$ cat config.mk
export PLATFORM = sky130hd
export DESIGN_NAME = eeprom_seq
export DESIGN_NICKNAME = d
export VERILOG_FILES = /design/src/logic/eeprom_host_pkg.sv /design/src/logic/i2c_line_pkg.sv /design/src/logic/eeprom_seq.sv
export SDC_FILE = /design/constraint.sdc
export NUM_CORES = 1
export LEC_CHECK = 0
export BUFFER_PORTS_ARGS = -buffer_cell sky130_fd_sc_hd__buf_4
export CAP_MARGIN = 5
export CORE_MARGIN = 4
export CORE_UTILIZATION = 35
export CTS_CLUSTER_SIZE = 40
export DETAILED_ROUTE_END_ITERATION = 8
export GPL_TIMING_DRIVEN = 0
export PLACE_DENSITY = 0.6
export SLEW_MARGIN = 0
export SYNTH_ARGS = -nofsm -noshare
export SYNTH_HDL_FRONTEND = slang
export SYNTH_SLANG_ARGS = --single-unit
$ cat constraint.sdc
create_clock -name CLK -period 6.6 [get_ports CLK]
set_input_delay 0.33 -clock CLK [delete_from_list [all_inputs] [get_ports CLK]]
set_output_delay 0.33 -clock CLK [all_outputs]
set_load 0.02 [all_outputs]
$ cat src/logic/eeprom_host_pkg.sv
package eeprom_host_pkg;

    // 24C16 style geometry, 2 KB
    localparam int EE_ADDR_W = 11;
    localparam int EE_DATA_W = 8;
    localparam int EE_SIZE   = 2 ** EE_ADDR_W;

    localparam logic [3:0] EE_DEV_TYPE = 4'b1010;

    // wishbone classic, master to slave
    typedef struct packed {
        logic                 cyc;
        logic                 stb;
        logic                 we;
        logic [EE_ADDR_W-1:0] adr;
        logic [EE_DATA_W-1:0] dat;
    } wb_req_t;

    // slave to master, ack and err never together
    typedef struct packed {
        logic                 ack;
        logic                 err;
        logic [EE_DATA_W-1:0] dat;
    } wb_rsp_t;

endpackage

$ cat src/logic/i2c_line_pkg.sv
package i2c_line_pkg;

    // CLK cycles per quarter of an SCL period, one bit is four quarters
    localparam int QUARTER_CYCLES = 2;
    localparam int QCNT_W = (QUARTER_CYCLES > 1) ? $clog2(QUARTER_CYCLES) : 1;

    typedef enum logic [1:0] {
        OP_START,
        OP_STOP,
        OP_WRITE_BYTE,
        OP_READ_BYTE
    } bit_op_e;

    typedef struct packed {
        bit_op_e    op;
        logic [7:0] data;       // byte to send
        logic       ack_out;    // level driven after a read byte, 1 = nack
    } bit_cmd_t;

    typedef struct packed {
        logic [7:0] data;       // received byte
        logic       ack_in;     // sampled after a written byte, 0 = ack
    } bit_rsp_t;

    // control byte as sent on the wire, msb first
    typedef struct packed {
        logic [3:0] dev_type;
        logic [2:0] block;      // address bits 10..8
        logic       rw;         // 1 = read
    } ctrl_fields_t;

    typedef union packed {
        logic [7:0]   raw;
        ctrl_fields_t ctrl;
    } i2c_byte_u;

endpackage
$ cat src/logic/eeprom_seq.sv
`timescale 1ns/10ps

module eeprom_seq
    import i2c_line_pkg::*;
    import eeprom_host_pkg::*;
(
    input  logic     CLK,
    input  logic     RESET,
    input  wb_req_t  wb_req,
    output wb_rsp_t  wb_rsp,
    output logic     cmd_valid,
    output bit_cmd_t cmd,
    input  logic     done,
    input  bit_rsp_t rsp
);

    typedef enum logic [3:0] {
        IDLE,
        START,
        CTRL_W,
        ADDR,
        WDATA,
        RESTART,
        CTRL_R,
        RDATA,
        STOP,
        RESPOND
    } state_t;

    state_t               state;
    state_t               state_d;
    wb_req_t              req_q;
    logic [EE_DATA_W-1:0] rd_data_q;
    logic                 err_q;
    logic                 nack;
    logic                 resp_now;

    // one command per state, built from the latched request
    function automatic bit_cmd_t cmd_for(state_t s, wb_req_t r);
        bit_cmd_t  c;
        i2c_byte_u ctrl;
        ctrl.ctrl.dev_type = EE_DEV_TYPE;
        ctrl.ctrl.block    = r.adr[EE_ADDR_W-1:8];
        ctrl.ctrl.rw       = (s == CTRL_R);
        c.op      = OP_WRITE_BYTE;
        c.data    = ctrl.raw;
        c.ack_out = 1'b1;   // single byte read ends with nack
        case (s)
            START, RESTART: c.op = OP_START;
            STOP: c.op = OP_STOP;
            ADDR: c.data = r.adr[7:0];
            WDATA: c.data = r.dat;
            RDATA: c.op = OP_READ_BYTE;
            default: c.op = OP_WRITE_BYTE;
        endcase
        return c;
    endfunction

    // slave refused a byte we sent
    assign nack = done && rsp.ack_in &&
                  (state == CTRL_W || state == ADDR || state == WDATA || state == CTRL_R);

    always_comb
    begin
        state_d = state;
        case (state)
            IDLE:
            begin
                if (wb_req.cyc && wb_req.stb)
                    state_d = START;
            end
            START: if (done) state_d = CTRL_W;
            CTRL_W: if (done) state_d = nack ? STOP : ADDR;
            ADDR:
            begin
                if (done)
                begin
                    if (nack)
                        state_d = STOP;
                    else
                        state_d = req_q.we ? WDATA : RESTART;
                end
            end
            WDATA: if (done) state_d = STOP;
            RESTART: if (done) state_d = CTRL_R;
            CTRL_R: if (done) state_d = nack ? STOP : RDATA;
            RDATA: if (done) state_d = STOP;
            STOP: if (done) state_d = RESPOND;
            RESPOND: state_d = IDLE;
            default: state_d = IDLE;
        endcase
    end

    always_ff @(posedge CLK)
    begin
        if (RESET)
        begin
            state     <= IDLE;
            err_q     <= 1'b0;
            cmd_valid <= 1'b0;
        end
        else
        begin
            state     <= state_d;
            cmd_valid <= (state_d != state) && (state_d != IDLE) && (state_d != RESPOND);
            if (state == IDLE)
                err_q <= 1'b0;
            else if (nack)
                err_q <= 1'b1;
        end
    end

    always_ff @(posedge CLK)
    begin
        if (state == IDLE)
            req_q <= wb_req;    // master holds it until ack or err
        if (state_d != state)
            cmd <= cmd_for(state_d, req_q);
        if (state == RDATA && done)
            rd_data_q <= rsp.data;
    end

    assign resp_now = (state == RESPOND) && wb_req.cyc && wb_req.stb;

    always_comb
    begin
        wb_rsp.ack = resp_now && !err_q;
        wb_rsp.err = resp_now && err_q;
        wb_rsp.dat = rd_data_q;
    end

endmodule

# --- Yosys cells after proc, flatten, opt, wreduce, memory -nomap -nowiden ---
# Index checks and enable logic that the tools add are counted.
op_classes:
  n_bitwise: 0
  addsub: 0
  n_lt_le_gt_ge: 0
  shifts: 0
  div_mod_pow: 0
  reduce_logical: 19
  n_mul: 0
  mux: 15
  n_eq_ne: 18
op_table:
  columns: ["operator", "n"]
  rows:
  - ["2-to-1 mux 4 bit", 11]
  - ["== test 4 x 3 -> 1 bit (second input constant)", 8]
  - ["one-hot mux 4 bit (8 select lines)", 1]
  - ["one-hot mux 8 bit (2 select lines)", 1]
  - ["== test 4 x 2 -> 1 bit (second input constant)", 3]
  - ["== test 4 bit (second input constant)", 3]
  - ["logical AND 1 bit", 10]
  - ["== test 4 x 1 -> 1 bit (second input constant)", 2]
  - ["one-hot mux 2 bit (3 select lines)", 1]
  - ["OR reduction 2 bit", 3]
  - ["zero test 4 bit", 1]
  - ["!= test 4 bit", 1]
  - ["!= test 4 bit (second input constant)", 1]
  - ["nonzero test 4 bit", 1]
  - ["logical OR 1 bit", 3]
  - ["zero test 1 bit", 1]
  - ["2-to-1 mux 1 bit", 1]
totals:
  latch_bits: 0
  elab_cells: 61
  output_inout_bits: 22
  ff_bits: 44
  mem_bits_rw: 0
  n_memories: 0
  rom_bits: 0
  inputBits: 34

# --- Logic depth before layout (Yosys ltp) ---
logic_depth:
  word_depth: 11
  ltp_mapped: 8

# --- Least setup slack after synthesis ---
# OpenSTA, ideal clock, no wires.
synth_timing:
  path_type: "register to register"
  startpoint: "register state[1]"
  endpoint: "register req_q[0] (netlist name), enable pin"
  setup_ns: 0.425
  setup_slack_ns: 4.038
  t_required_ns: 6.175
  arrival_ns: 2.137
  path_stages_with_launch: 4
  n_path_buf: 1
  cell_sequence: "dfxtp_1 > buf_6 > or2_1 > nor3_1"
synth_via:
  elab_chain_len: 1
synth_rtl:
  columns: ["element", "line_no", "text"]
  rows:
  - ["from (decl)", "eeprom_seq.sv:30", "state_t state;"]
  - ["from (signal assigned)", "eeprom_seq.sv:104", "state <= state_d;"]
  - ["zero test 4 bit", "eeprom_seq.sv:115", "if (state == IDLE)"]
  - ["to (signal assigned)", "eeprom_seq.sv:116", "req_q <= wb_req;"]
  - ["to (decl)", "eeprom_seq.sv:32", "wb_req_t req_q;"]
# Every way passes these cells.
# A chain may end at the register's enable or synchronous reset.

# --- Final worst setup path ---
layout_timing:
  startpoint: "register state[1]"
  endpoint: "register cmd[7] (netlist name), enable pin"
layout_via:
  elab_chain_len: 9
  elab_cells_between_ends: 27
layout_rtl:
  columns: ["element", "line_no", "text"]
  rows:
  - ["== test 4 x 2 -> 1 bit", "eeprom_seq.sv:61, eeprom_seq.sv:66", null]
  - ["logical OR 1 bit (3 in a row)", "eeprom_seq.sv:61", "(state == CTRL_W || state == ADDR || state == WDATA || state == CTRL_R);"]
  - ["logical AND 1 bit", "eeprom_seq.sv:60", "assign nack = done && rsp.ack_in &&"]
  - ["2-to-1 mux 4 bit, on equally long branches", "eeprom_seq.sv:86, eeprom_seq.sv:73, eeprom_seq.sv:78", null]
  - ["2-to-1 mux 4 bit, on equally long branches", "eeprom_seq.sv:86, eeprom_seq.sv:73, eeprom_seq.sv:76", null]
  - ["one-hot mux 4 bit (8 select lines)", "eeprom_seq.sv:66", "case (state)"]
  - ["!= test 4 bit *", "eeprom_seq.sv:117", "if (state_d != state)"]
  - ["to (signal assigned)", "eeprom_seq.sv:118", "cmd <= cmd_for(state_d, req_q);"]
  - ["to (decl)", "eeprom_seq.sv:12", "output bit_cmd_t cmd,"]
# Mark *: on every way between the ends. The rest lies on a longest branch, timed or not.

==> results.md <==
* Clock Skew at 0.00482 ns
* Commonest non-fill, non-tap cell in the layout: buf_4
* Worst path bufs/invs at 4
* Hold EP: req_q[1]
* Synth Register Bits at 44
* Commonest cells after routing, fill and taps aside: buf_4 (56), edfxtp_1 (38)
* CTS resizes at 0
* Post-synth EDFFs at 38
* Worst hold path cell count at 1
* Synth Flop Type: edfxtp_1
* Initial antenna violation count at 0
* H-tree depth at 2
* Most frequent CP cell: buf_6
* Setup TNS at 0 ns
* # DRC at 0
* Remaining antenna violation count at 0
* Core ar. at 5110 µm²
* Final core utilization at 48.4%
* Routed vias at 1283
* Leakage power at 0.925 nW
* Global placement routability congestion at 0.822
* DR iter-0 viols at 63
* Skew-Pair Late Insertion Delay at 0.29 ns
* Worst setup SP type: flip-flop
* Fin nets at 234
* Rows at 26
* Crit path from: state[1]
* Largest net degree at the start of global routing at 15
* Final instance area at 2470 µm²
* Starting Density at 36.3%
* Max-slew violations at 0
* Post-CTS setup buffer count at 0
* CP Capture Type: flip-flop
* Part of the Yosys area used for sequential elements at 68.0%
* Count of unique library cells instantiated by Yosys at 39
* Cell area after synthesis at 1860 µm²
* Root Buffer: clkbuf_8
* Mapped Cells at 138
* Detailed Route WL at 3730 µm
* Critical Path RT at 6.52 ns
* Worst EP arrival at 2.52 ns
* IR drop worst, VDD at 0.113 mV
* Max-slew headroom at the worst pin at 41.6%
* Final setup viols at 0
* Syn Nets at 172
* R2r endpoint: cmd[7]
* CP peak stage delay at 0.68 ns
* Fin. Hold Viols at 0
* Layout cell share with drive strength beyond 1 at 39.3%
* Fin cells at 271
* Tightest Pin Transition at 0.875 ns
* Crit Path Max Fanout at 10
* Worst path top cell family by delay: compound AO/OA/AOI/OAI gates
* DP Cell Count at 263
* Cell Chain, Critical Path: buf_6 -> or2_1 -> nor3_2 -> a221o_1 -> buf_6 -> buf_2 -> inv_1 -> a21oi_1
* Antenna Cells at 0
* Part of the cycle the worst path needs at 39.4%
* Die ar. at 6530 µm²
* Fmax at 384 MHz
* Total track usage at 11.9%
* First-pass GRT wire length at 5800 µm
* Grt total ovfl at 0
* Hold Startpoint: wb_req[1]
* Power density cells at 248 nW/µm²
* Crit path max-delay cell type: a21oi_1
* Asr flop ratio synth at 0%
* Clk slew on worst S/H paths at 0.08 ns
* Crit Path Class: flip-flop to flip-flop
* CTS tree: done
* Number of port buffers at 54
* Worst R2R Start: state[1]
* RSZ-0062 raised after global routing: false
* Status: finished clean
* Hold Path Class: input pin to flip-flop
* Chip Width at 80.8 µm
* Final hold slack at 0.205 ns
* Vert. Die Dim at 80.8 µm
* Total of warnings raised by yosys at 0
* Initial DRT Pass Iterations at 4
* Maxcap violations at 0
* R2R Setup Slk at 4.00 ns
* Total CTS buffers at 5
* Routed len/inst at 13.8 µm
* IO Count at 56
* Min Tclk post-route at 2.60 ns
* CTS Hold Bufs at 0
* HPWL reported at the end of detailed placement at 2820 µm
* Synthesis-to-finish area growth at 33.2%
* Worst Reg-to-Reg Cells at 8
* CTS max path bufs at 2
* Clk sinks at 44
* Dpl cell area at 2360 µm²
* Number of global-route vias before repair at 1263
* Avg Cell Area, Syn at 13.4 µm²
* Via/cell ratio at 4.73
==> layer usage <==
| metal | vias to the layer above | track usage, % | share of wire, % |
|---|---|---|---|
| met5 | - | 0 | 0 |
| met4 | 0 | 6.42 | 2.2 |
| met3 | 8 | 4.66 | 10 |
| met2 | 55 | 18.4 | 45 |
| met1 | 579 | 14.2 | 43 |
| li1 | 641 | - | - |
==> flip-flops by register name, summed over array words and instances (netlist names) <==
name       flops
req_q         20
cmd           10
rd_data_q      8
state          4
cmd_valid      1
err_q          1
==> where the power goes <==
group          switching [mW]  internal, mW  total (mW)  leakage, nW
clock network          0.0920         0.112       0.204       0.0558
registers             0.00643         0.327       0.334        0.417
logic                  0.0400        0.0350      0.0750        0.453
==> through the flow <==
step | power, mW | setup WS (ns)
global route | 0.642 | 3.80
CTS | 0.624 | 3.95
detailed placement | 0.416 | 3.92
global placement | 0.414 | 3.49
floorplan | 0.380 | 4.04
finish | 0.613 | 4.00
==> synthesized netlist by cell type, drive strengths merged (2+ instances only) <==
| cell | n | area share, % |
|---|---|---|
| edfxtp | 38 | 61 |
| nor3 | 9 | 2.7 |
| a21oi | 7 | 1.9 |
| buf | 7 | 2.7 |
| nand2 | 7 | 1.4 |
| nand3 | 7 | 1.9 |
| nor2 | 7 | 1.4 |
| o21ai | 7 | 1.9 |
| dfxtp | 6 | 6.5 |
| nand2b | 5 | 1.7 |
| inv | 4 | 0.81 |
| or3 | 4 | 1.3 |
| mux2i | 3 | 1.8 |
| o221a | 3 | 1.8 |
| and2 | 2 | 0.67 |
| nor2b | 2 | 0.67 |
| o21a | 2 | 0.81 |
| o32ai | 2 | 1.3 |
| or2 | 2 | 0.67 |
==> final cells by class <==
cell class / instances / area [µm²]
repair buffers: 55 / 413
clock buffers: 5 / 68.8
multi-input cells: 82 / 531
inverters: 4 / 15.0
clock inverters: 3 / 42.5
fillers: 450 / 2640
plain buffers: 8 / 53.8
well taps: 70 / 87.6
flip-flops and latches: 44 / 1260
==> worst register-to-register path, stage by stage (launching register included) <==
cell	delay [ns]
dfxtp_1	0.31
buf_6	0.13
or2_1	0.29
nor3_2	0.21
a221o_1	0.15
buf_6	0.14
buf_2	0.22
inv_1	0.09
a21oi_1	0.68
==> worst max-delay path by stage <==
| stage | endpoint | slack [ns] | cells past startpoint |
|---|---|---|---|
| final | cmd[7] | 4.00 | 8 |
| after detailed placement | cmd[3] | 3.92 | 8 |
| after global routing | cmd[7] | 3.80 | 6 |
| after CTS | cmd[7] | 3.95 | 8 |
| after global placement | req_q[11] | 3.49 | 3 |
| after floorplan | req_q[0] | 4.04 | 3 |
==> cells by family after synthesis <==
group	Yosys count	share of synthesized area, %
AO/OA/AOI/OAI	28	10.8
XOR/XNOR	1	0.472
buffers and inverters	12	3.71
flip-flops	44	68.0
multiplexers	3	1.82
other	1	0.202
AND/OR/NAND/NOR	49	15.0
(Power assumes the default switching activity.)
