File: src/logic/i2c_line_pkg.sv
package i2c_line_pkg;

    // CLK cycles per quarter of an SCL period, one bit is four quarters
    localparam int QUARTER_CYCLES = 2;
    localparam int QCNT_W = (QUARTER_CYCLES > 1) ? $clog2(QUARTER_CYCLES) : 1;

    typedef enum logic [1:0] {
        OP_START,
        OP_STOP,
        OP_WRITE_BYTE,
        OP_READ_BYTE
    } bit_op_e;

    typedef struct packed {
        bit_op_e    op;
        logic [7:0] data;       // byte to send
        logic       ack_out;    // level driven after a read byte, 1 = nack
    } bit_cmd_t;

    typedef struct packed {
        logic [7:0] data;       // received byte
        logic       ack_in;     // sampled after a written byte, 0 = ack
    } bit_rsp_t;

    // control byte as sent on the wire, msb first
    typedef struct packed {
        logic [3:0] dev_type;
        logic [2:0] block;      // address bits 10..8
        logic       rw;         // 1 = read
    } ctrl_fields_t;

    typedef union packed {
        logic [7:0]   raw;
        ctrl_fields_t ctrl;
    } i2c_byte_u;

endpackage
File: src/logic/i2c_bit_engine.sv
`timescale 1ns/10ps

module i2c_bit_engine
    import i2c_line_pkg::*;
(
    input  logic     CLK,
    input  logic     RESET,
    input  logic     cmd_valid,
    input  bit_cmd_t cmd,
    output logic     done,
    output bit_rsp_t rsp,
    output logic     scl,
    output logic     sda_low,
    input  logic     sda_in
);

    logic              busy;
    bit_op_e           op_q;
    logic [7:0]        shift_q;
    logic              ack_out_q;
    logic [QCNT_W-1:0] qcnt;
    logic [1:0]        phase;       // quarter within the bit
    logic [3:0]        bit_cnt;     // 0..7 data, 8 acknowledge
    logic              quarter_end;
    logic              is_byte;
    logic              last_quarter;

    assign quarter_end  = (qcnt == QCNT_W'(QUARTER_CYCLES - 1));
    assign is_byte      = (op_q == OP_WRITE_BYTE) || (op_q == OP_READ_BYTE);
    assign last_quarter = quarter_end && (phase == 2'd3) && (!is_byte || bit_cnt == 4'd8);

    // line levels on entry to a quarter, {scl, sda_low}
    function automatic logic [1:0] phase_drive(bit_op_e op, logic [1:0] ph, logic [3:0] bitn,
                                               logic tx_bit, logic ack_lvl, logic sda_now);
        logic [1:0] lines;
        lines = {1'b0, sda_now};
        case (op)
            OP_START:
            begin
                case (ph)
                    2'd0: lines = 2'b00;
                    2'd1: lines = 2'b10;
                    2'd2: lines = 2'b11;    // sda falls, scl high
                    default: lines = 2'b01;
                endcase
            end
            OP_STOP:
            begin
                case (ph)
                    2'd0: lines = 2'b01;
                    2'd1: lines = 2'b11;
                    default: lines = 2'b10; // sda released, scl high
                endcase
            end
            OP_WRITE_BYTE, OP_READ_BYTE:
            begin
                if (ph == 2'd0)
                begin
                    // data only changes here, scl low
                    if (bitn == 4'd8)
                        lines = {1'b0, (op == OP_READ_BYTE) ? ~ack_lvl : 1'b0};
                    else
                        lines = {1'b0, (op == OP_WRITE_BYTE) ? ~tx_bit : 1'b0};
                end
                else
                    lines = {ph[1], sda_now};
            end
            default: lines = {1'b0, sda_now};
        endcase
        return lines;
    endfunction

    always_ff @(posedge CLK)
    begin
        if (RESET)
        begin
            busy    <= 1'b0;
            qcnt    <= '0;
            phase   <= 2'd0;
            bit_cnt <= 4'd0;
            scl     <= 1'b1;
            sda_low <= 1'b0;
            done    <= 1'b0;
        end
        else
        begin
            done <= 1'b0;
            if (!busy)
            begin
                if (cmd_valid)
                begin
                    busy    <= 1'b1;
                    qcnt    <= '0;
                    phase   <= 2'd0;
                    bit_cnt <= 4'd0;
                    {scl, sda_low} <= phase_drive(cmd.op, 2'd0, 4'd0, cmd.data[7],
                                                  cmd.ack_out, sda_low);
                end
            end
            else if (quarter_end)
            begin
                qcnt <= '0;
                if (last_quarter)
                begin
                    busy <= 1'b0;
                    done <= 1'b1;
                    if (is_byte)
                        scl <= 1'b0;    // low until the next command
                end
                else if (phase == 2'd3)
                begin
                    phase   <= 2'd0;
                    bit_cnt <= bit_cnt + 4'd1;
                    {scl, sda_low} <= phase_drive(op_q, 2'd0, bit_cnt + 4'd1, shift_q[7],
                                                  ack_out_q, sda_low);
                end
                else
                begin
                    phase <= phase + 2'd1;
                    {scl, sda_low} <= phase_drive(op_q, phase + 2'd1, bit_cnt, shift_q[7],
                                                  ack_out_q, sda_low);
                end
            end
            else
                qcnt <= qcnt + QCNT_W'(1);
        end
    end

    always_ff @(posedge CLK)
    begin
        if (!busy && cmd_valid)
        begin
            op_q      <= cmd.op;
            shift_q   <= {cmd.data[6:0], 1'b0};    // msb already on the line
            ack_out_q <= cmd.ack_out;
        end
        else if (busy && quarter_end && phase == 2'd3)
            shift_q <= {shift_q[6:0], 1'b0};

        // middle of the high phase
        if (busy && is_byte && quarter_end && phase == 2'd2)
        begin
            if (bit_cnt == 4'd8)
                rsp.ack_in <= sda_in;
            else
                rsp.data <= {rsp.data[6:0], sda_in};
        end
    end

endmodule

File: config.mk
export PLATFORM = sky130hd
export DESIGN_NAME = i2c_bit_engine
export DESIGN_NICKNAME = d
export VERILOG_FILES = /design/src/logic/i2c_line_pkg.sv /design/src/logic/i2c_bit_engine.sv
export SDC_FILE = /design/constraint.sdc
export NUM_CORES = 1
export LEC_CHECK = 0
export BUFFER_PORTS_ARGS = -buffer_cell sky130_fd_sc_hd__buf_2
export CORE_UTILIZATION = 50
export CTS_CLUSTER_DIAMETER = 60
export DETAILED_ROUTE_END_ITERATION = 16
export PLACE_DENSITY = 0.72
export SYNTH_ARGS = -nofsm -noshare
export SYNTH_HDL_FRONTEND = slang
export SYNTH_SLANG_ARGS = --single-unit
export TNS_END_PERCENT = 10
File: constraint.sdc
create_clock -name CLK -period 2.1 [get_ports CLK]
set_input_delay 0.105 -clock CLK [delete_from_list [all_inputs] [get_ports CLK]]
set_output_delay 0.105 -clock CLK [all_outputs]
set_load 0.02 [all_outputs]
Word level (Yosys, flattened, before mapping)

Cells that the tools add are included.

Register bits after elaboration: 30
Bits of input ports: 15
Output and inout bits: 12
Logic and storage cells: 106

Add/subtract/negate cells: 3
Equal/unequal tests: 17
Mux-type cells: 42
Bitwise gates (word level): 6
Reductions and logical operators: 26

Operators by type and width:

| kind                | count |
|---|---|
| $mux 1              | 24 |
| $pmux 2 s3          | 4 |
| $mux 4              | 5 |
| $mux 8              | 2 |
| $eq 2x2->1 const B  | 7 |
| $mux 2              | 6 |
| $eq 4x4->1 const B  | 2 |
| $logic_and 1x1->1   | 8 |
| $reduce_and 4->1    | 2 |
| $eq 2x1->1 const B  | 3 |
| $logic_not 2->1     | 3 |
| $not 1->1           | 6 |
| $reduce_and 3->1    | 2 |
| $add 4x1->4 const B | 1 |
| $ne 2x1->1 const B  | 2 |
| $ne 4x4->1 const B  | 1 |
| $pmux 2 s2          | 1 |
| $reduce_and 2->1    | 2 |
| $reduce_bool 2->1   | 2 |
| $reduce_or 2->1     | 2 |
| $ne 3x3->1 const B  | 1 |
| $reduce_or 3->1     | 1 |
| $add 2x1->2 const B | 1 |
| $logic_not 1->1     | 2 |
| 3 further kinds     | 4 |

Logic depth before layout (Yosys ltp)

Gate-level depths: netlist of run 1.

Depth in word-level cells: 9
Gate-level depth with buffers: 8
Gate-level depth less buffers: 7

Least setup slack after synthesis of run 1

Ideal clock, no wire load.

Path kind: register to register
Start: register bit_cnt[0]
End: register bit_cnt[2]
Library setup time: 0.122 ns
Arrival time: 1.652 ns
Data required time: 1.978 ns
Slack: 0.327 ns
Stages on the path, launching flop included: 8
Buffers on the path: 0
Clock period less this slack: 1.773 ns
Path through: dfxtp_1 > inv_1 > ha_1 > and3b_1 > or2b_1 > or3b_2 > o21ai_0 > a21oi_1

Cells in the longest elaborated chain, start to end: 5
Elaborated cells between the ends (all ways): 10
Those cells by class: add/sub: 1; eq/ne: 2; mux: 4; reduce/logical: 3

Ends and longest elaborated chain:

| what                                        | RTL line                                    | source |
|---|---|---|
| start: declaration                          | i2c_bit_engine.sv:23                        | `logic [3:0] bit_cnt;` |
| start signal: assignment                    | i2c_bit_engine.sv:113                       | `bit_cnt <= bit_cnt + 4'd1;` |
| $add 4x1->4 or $eq 4x4->1 (tied branches)   | i2c_bit_engine.sv:113, i2c_bit_engine.sv:30 |  |
| $mux 4 or $logic_or 1x1->1 (tied branches)  | i2c_bit_engine.sv:110, i2c_bit_engine.sv:30 |  |
| $mux 4 or $logic_and 1x1->1 (tied branches) | i2c_bit_engine.sv:103, i2c_bit_engine.sv:30 |  |
| $mux 4 or $ne 2x2->1 (tied branches)        | --                                          |  |
| $mux 4 or $reduce_and 4->1 (tied branches)  | --                                          |  |

Parallel ways exist; a longest one is shown, timed or not. The select of a mux whose other input is x is not followed.
A chain may end at the register's enable or synchronous reset.

Worst setup path after layout of run 1

Start: register bit_cnt[0]
End: register bit_cnt[3]

Same word-level chain as after synthesis.

==> results.json, run 1 <==
{
  "async_flop_share_pct": 0,
  "fp.dieW_um": 55.4,
  "place.gp.congestion": 0.816,
  "fillers": 212,
  "status": "completed",
  "max_stage_delay_ns": 0.50,
  "synth_edf_count": 19,
  "worstMarginPinSlew_ns": 0.476,
  "ant_nets": 0,
  "cp-start-kind": "flip-flop",
  "layout_common_cells": "buf_2 (26), edfxtp_1 (19), nor2_1 (11), dfxtp_1 (11), a21oi_1 (7)",
  "grt_start_max_net_pins": 13,
  "drt_wl_total_um": 2760,
  "cts-root-buf": "clkbuf_4",
  "grt_pass1_vias": 1069,
  "cts.path.max_buffers": 2,
  "multi_input_area_um2": 583,
  "crit_slowest_cell": "or3b_2",
  "seq_area_um2": 791,
  "tns_ns": 0,
  "clock_latency_ns": 0.33,
  "routed-via-count": 1076,
  "crit_fanout": 5,
  "setup_viol": 0,
  "synth_cell_types": 38,
  "synth_area_um2": 1430,
  "rows": 18,
  "cts_buffers": 5,
  "max_freq_mhz": 502,
  "start_util_pct": 55.0,
  "rsz0062_at_grt": "false",
  "vias_per_cell": 5.75,
  "dieArea_um2": 3070,
  "layout.cells.most_common": "buf_2",
  "peakVddDrop_mv": 0.649,
  "critPathRequiredTime_ns": 2.31,
  "fin_nets": 176,
  "port_buffers": 26,
  "hold_path.class": "primary input to flip-flop",
  "antenna_found_initial": 0,
  "ys_ff_latch": 30,
  "route.detailed.drc": 0,
  "clk_pin_slew_ns": 0.10,
  "cts_tree": "done",
  "slew_headroom_pct": 68.2,
  "yosysSeqAreaShare_pct": 55.5,
  "cap_viol_max_count": 0,
  "grt_overflow": 0,
  "coreArea_um2": 2590,
  "syn_nets": 142,
  "ios": 27,
  "grt_usage_pct": 20.6,
  "drive_gt1_share_pct": 30.6,
  "wl_per_cell_um": 14.8,
  "hold_viol_final": 0,
  "holdWs_ns": 0.0574,
  "syn_inst": 122,
  "die_h_um": 55.4,
  "grt_pass1_wl_um": 4790,
  "finalClockSkew_ns": 0.00960,
  "syn_area_per_cell_um2": 11.7,
  "synth_ff_type": "edfxtp_1",
  "crit_path_end_kind": "flip-flop",
  "antenna_cells": 0,
  "dr.first_iter.drc_count": 22,
  "drt_pass1_iterations": 4,
  "cts.sinks": 30,
  "cts_setup_buffers": 0,
  "dp_hpwl_um": 1910,
  "fin_crit_sh_pct": 94.9,
  "area_growth_pct": 17.9,
  "leakage_nw": 0.643,
  "yosys_warnings": 0,
  "powerDensity_nw_per_um2": 656,
  "min_period_ns": 1.99,
  "arrival_ns": 2.21,
  "htree_levels": 2,
  "maxSlewViolCount": 0,
  "worst-setup-path-type": "flip-flop to flip-flop",
  "crit_chain": "inv_1 -> ha_1 -> and3b_1 -> or2b_1 -> or3b_2 -> o21ai_0 -> a21oi_1"
}
metal layers:
| layer | share of wire (%) | wire length, um | global-route usage [%] | vias to the layer above |
|---|---|---|---|---|
| li1 | - | - | - | 516 |
| met1 | 44 | 1220 | 24.1 | 515 |
| met2 | 48 | 1340 | 33.2 | 37 |
| met3 | 4.8 | 133 | 7.03 | 8 |
| met4 | 2.5 | 70 | 11.1 | 0 |
| met5 | 0 | 0 | 0 | - |
kinds of logic (layout without fill, tap and decap cells):
family                   Yosys count  after routing  share of synthesized area, %
AO/OA/AOI/OAI                     19             19                          9.40
AND/OR/NAND/NOR                   47             47                          19.6
flip-flops                        30             30                          55.5
multiplexers                       8              8                          6.15
buffers and inverters             11             46                          3.77
adder cells (fa/ha/maj)            5              5                          4.39
XOR/XNOR                           2              2                          1.23
metrics by stage:
step	cells	worst slack, ns	power, mW	util [%]	cell area (um2)
after floorplan	122	0.327	0.748	-	1430
after global placement	175	0.255	0.777	61.2	1580
after detailed placement	175	0.167	0.781	61.2	1580
after CTS	187	0.133	1.11	64.8	1680
after global routing	187	0.0147	1.15	64.9	1680
final	187	0.106	1.10	64.9	1680
layout make-up:
cell class	instances	share of cell area, %
Inverter	4	0.894
Sequential cell	30	47.1
Timing Repair Buffer	34	11.9
Tap cell	30	2.23
Clock inverter	3	0.968
Clock buffer	5	2.23
Multi-Input combinational cell	81	34.7
cell usage after synthesis, types with 3 or more instances:
cell type | count | area [um2]
a21oi_1 | 7 | 35.0
and2_1 | 3 | 18.8
buf_2 | 4 | 20.0
dfxtp_1 | 11 | 220
edfxtp_1 | 19 | 571
ha_1 | 5 | 62.6
inv_1 | 4 | 15.0
mux2_2 | 6 | 67.6
nand2_1 | 4 | 15.0
nand2b_1 | 5 | 31.3
nand3_1 | 4 | 20.0
nand3b_1 | 3 | 22.5
nand4_1 | 5 | 31.3
nor2_1 | 11 | 41.3
nor2b_1 | 3 | 18.8
report_power, final:
group	internal (mW)	switching, mW	total, mW
Combinational	0.0565	0.0550	0.112
Sequential	0.647	0.0167	0.664
Clock	0.124	0.202	0.327
Total	0.828	0.274	1.10
timing repair:
action                                  CTS  global route
resized for setup                         0             2
endpoints found under the setup margin    0             1
hold endpoints to repair                  5             0
hold buffers                              4             0
critical path: cells and delay by family (launching register included):
family,cells,cell delay [ns]
compound gates,2,0.28
fa+ha+maj,1,0.22
flops,1,0.41
buf+inv,1,0.09
simple gates,3,0.87
sequential cells by signal (all words and copies together), names as in the netlist:
name       count
rsp            9
done           1
shift_q        7
bit_cnt        4
qcnt           1
busy           1
phase          2
sda_low        1
scl            1
ack_out_q      1
op_q           2
final timing paths:
path | startpoint | end | slack, ns | cells past startpoint
worst max register to register | bit_cnt[0]$_SDFFE_PP0P_ | bit_cnt[3]$_SDFFE_PP0P_ | 0.11 | 7
worst min-delay path | cmd[1] | shift_q[1]$_SDFFCE_PN0P_ | 0.06 | 2
worst max-delay path | bit_cnt[0]$_SDFFE_PP0P_ | bit_cnt[3]$_SDFFE_PP0P_ | 0.11 | 7
worst min register to register | rsp[6]$_DFFE_PP_ | rsp[7]$_DFFE_PP_ | 0.46 | 0
(Power assumes the default switching activity.)
==> run 2: changes to the inputs <==
--- a/config.mk
+++ b/config.mk
@@ -5,6 +5,7 @@
 export SDC_FILE = /design/constraint.sdc
 export NUM_CORES = 1
 export LEC_CHECK = 0
+export ABC_AREA = 1
 export BUFFER_PORTS_ARGS = -buffer_cell sky130_fd_sc_hd__buf_2
 export CORE_UTILIZATION = 50
 export CTS_CLUSTER_DIAMETER = 60
==> results.json, run 2 <==
{
  "min_period_ns": 1.59,
  "yosysMostFrequentCell": "nand2_1",
  "clock_latency_ns": 0.33,
  "drt_pass1_iterations": 10,
  "coreArea_um2": 2810,
  "cts_tree": "done",
  "layout_common_cells": "nand2_1 (39), buf_2 (26), edfxtp_1 (19)",
  "peakVddDrop_mv": 0.489,
  "crit_start": "phase[0]$_SDFFE_PP0P_",
  "ys_ff_latch": 30,
  "hp-start": "cmd[7]",
  "cts_resized": 0,
  "dr.first_iter.drc_count": 33,
  "rsz0062_at_grt": "false",
  "synth_top_cell_by_area": "edfxtp_1",
  "synth_edf_count": 19,
  "netlist.area_leader.share_pct": 38.2,
  "worstMarginPinSlew_ns": 0.491,
  "dieArea_um2": 3210,
  "rows": 19,
  "fin_crit_sh_pct": 75.5,
  "cts-root-buf": "clkbuf_4",
  "cts_setup_buffers": 0,
  "fin_nets": 220,
  "synth.area.top_cells": "edfxtp_1 (38%), dfxtp_1 (15%), nand2_1 (9.8%)",
  "pre_cts_ws_ns": 0.576,
  "synth_ff_type": "edfxtp_1",
  "area_growth_pct": 19.2,
  "holdWs_ns": 0.0350,
  "routed-via-count": 1203,
  "worst-setup-path-type": "flip-flop to flip-flop",
  "htree_levels": 2,
  "endpoint": "bit_cnt[2]$_SDFFE_PP0P_",
  "arrival_ns": 1.81,
  "grt_start_max_net_pins": 11,
  "top_register": "rsp",
  "ios": 27,
  "setup_viol": 0,
  "drt_wl_total_um": 2860,
  "powerDensity_nw_per_um2": 709,
  "finish.utilization_pct": 63.5,
  "largestRegisters": "rsp x9, shift_q x7, bit_cnt x4",
  "cp-start-kind": "flip-flop",
  "synth_cell_types": 25,
  "hold_path.class": "primary input to flip-flop",
  "violations": "design-rule violations",
  "maxSlewViolCount": 0,
  "drive_gt1_share_pct": 26.0,
  "crit_path_end_kind": "flip-flop",
  "antenna_cells": 0,
  "r2r.worst_path.cells": 9,
  "dpl.cell_count": 219,
  "netlist_top_cells_count": "nand2_1 (39), edfxtp_1 (19), inv_1 (18), nor2_1 (13), dfxtp_1 (11)",
  "yosys_warnings": 0,
  "leakage_nw": 0.838,
  "dp_hpwl_um": 2130,
  "route.detailed.drc": 2,
  "antenna_found_initial": 0,
  "fp.dieW_um": 56.7,
  "fillers": 243,
  "grt_overflow": 0,
  "r2r-start": "phase[0]$_SDFFE_PP0P_",
  "syn_nets": 182,
  "port_buffers": 26,
  "ant_nets": 0,
  "max_freq_mhz": 631,
  "syn_area_per_cell_um2": 9.22,
  "worstReg2RegEnd": "bit_cnt[2]$_SDFFE_PP0P_",
  "status": "complete, but fails checks",
  "place.gp.congestion": 0.875,
  "yosysSeqAreaShare_pct": 52.9,
  "syn_inst": 162,
  "largest_register_ffs": 9,
  "grt_pass1_wl_um": 4890,
  "tns_ns": 0,
  "crit_fanout": 7,
  "grt_pass1_vias": 1197,
  "cap_viol_max_count": 0,
  "setup_slack_ns": 0.514,
  "cts.sinks": 30,
  "vias_per_cell": 5.21,
  "cts.path.max_buffers": 2,
  "grt_usage_pct": 20.6,
  "r2r_slack_ns": 0.51,
  "finalClockSkew_ns": 0.00375,
  "stdcell_count": 231,
  "clk_pin_slew_ns": 0.09,
  "hold_viol_final": 0,
  "slew_headroom_pct": 67.2,
  "start_util_pct": 53.3,
  "cts_buffers": 5,
  "synth_area_um2": 1490,
  "critPathRequiredTime_ns": 2.33,
  "wl_per_cell_um": 12.4,
  "layout.cells.most_common": "nand2_1",
  "async_flop_share_pct": 0,
  "die_h_um": 56.7
}
## run 2: what timing repair did
action | CTS | global route
endpoints found under the setup margin | 0 | 0
hold buffers | 5 | 0
endpoints found under the hold margin | 6 | 0
## run 2: worst min path at each step
stage,endpoint,cells past startpoint
global placement,ack_out_q$_DFFE_PP_,1
detailed placement,ack_out_q$_DFFE_PP_,1
floorplan,bit_cnt[1]$_SDFFE_PP0P_,1
global route,shift_q[7]$_DFFE_PP_,3
finish,shift_q[7]$_DFFE_PP_,3
CTS,shift_q[7]$_DFFE_PP_,3
## run 2: metal layers
layer | global-route usage [%] | vias up | routed length [um]
met4 | 10.4 | 0 | 37
li1 | - | 607 | -
met1 | 22.1 | 555 | 1180
met3 | 6.91 | 4 | 158
met2 | 35.7 | 37 | 1480
met5 | 0 | - | 0
## run 2: power breakdown
part	internal [mW]	total (mW)	leakage [nW]	switching [mW]
clock	0.240	0.436	0.0387	0.195
sequential	0.654	0.679	0.267	0.0250
combinational	0.0570	0.147	0.532	0.0904
total	0.951	1.26	0.838	0.311
## run 2: cell type report
cell class | count | area, um2 | area share [%]
multi-input cells | 105 | 589 | 33.1
clock inverters | 2 | 33.8 | 1.90
well taps | 31 | 38.8 | 2.18
clock buffers | 5 | 37.5 | 2.11
flip-flops and latches | 30 | 791 | 44.4
repair buffers | 32 | 188 | 10.5
inverters | 26 | 103 | 5.76
## run 2: cells by family after synthesis
kind of cell,share of synthesized area [%]
and+or+nand+nor,27.0
buffers and inverters,7.62
AOI/OAI and AO/OA,8.29
adders and majority gates,4.19
DFF,52.9
## run 2: critical path: stages, from the launching register on
cell	delay (ns)
dfxtp_1	0.36
ha_1	0.24
inv_1	0.14
nor2_4	0.06
nand2_1	0.13
nand2_4	0.09
nor2_8	0.15
nand2_4	0.10
o21ai_1	0.16
a21oi_1	0.05
## run 2: stage by stage
| stage | total power, mW | cell area (um2) |
|---|---|---|
| 2_1_floorplan | 0.790 | 1490 |
| 5_1_grt | 1.32 | 1780 |
| 6_report | 1.26 | 1780 |
| 3_5_place_dp | 0.832 | 1660 |
| 3_3_place_gp | 0.827 | 1660 |
| 4_1_cts | 1.27 | 1780 |
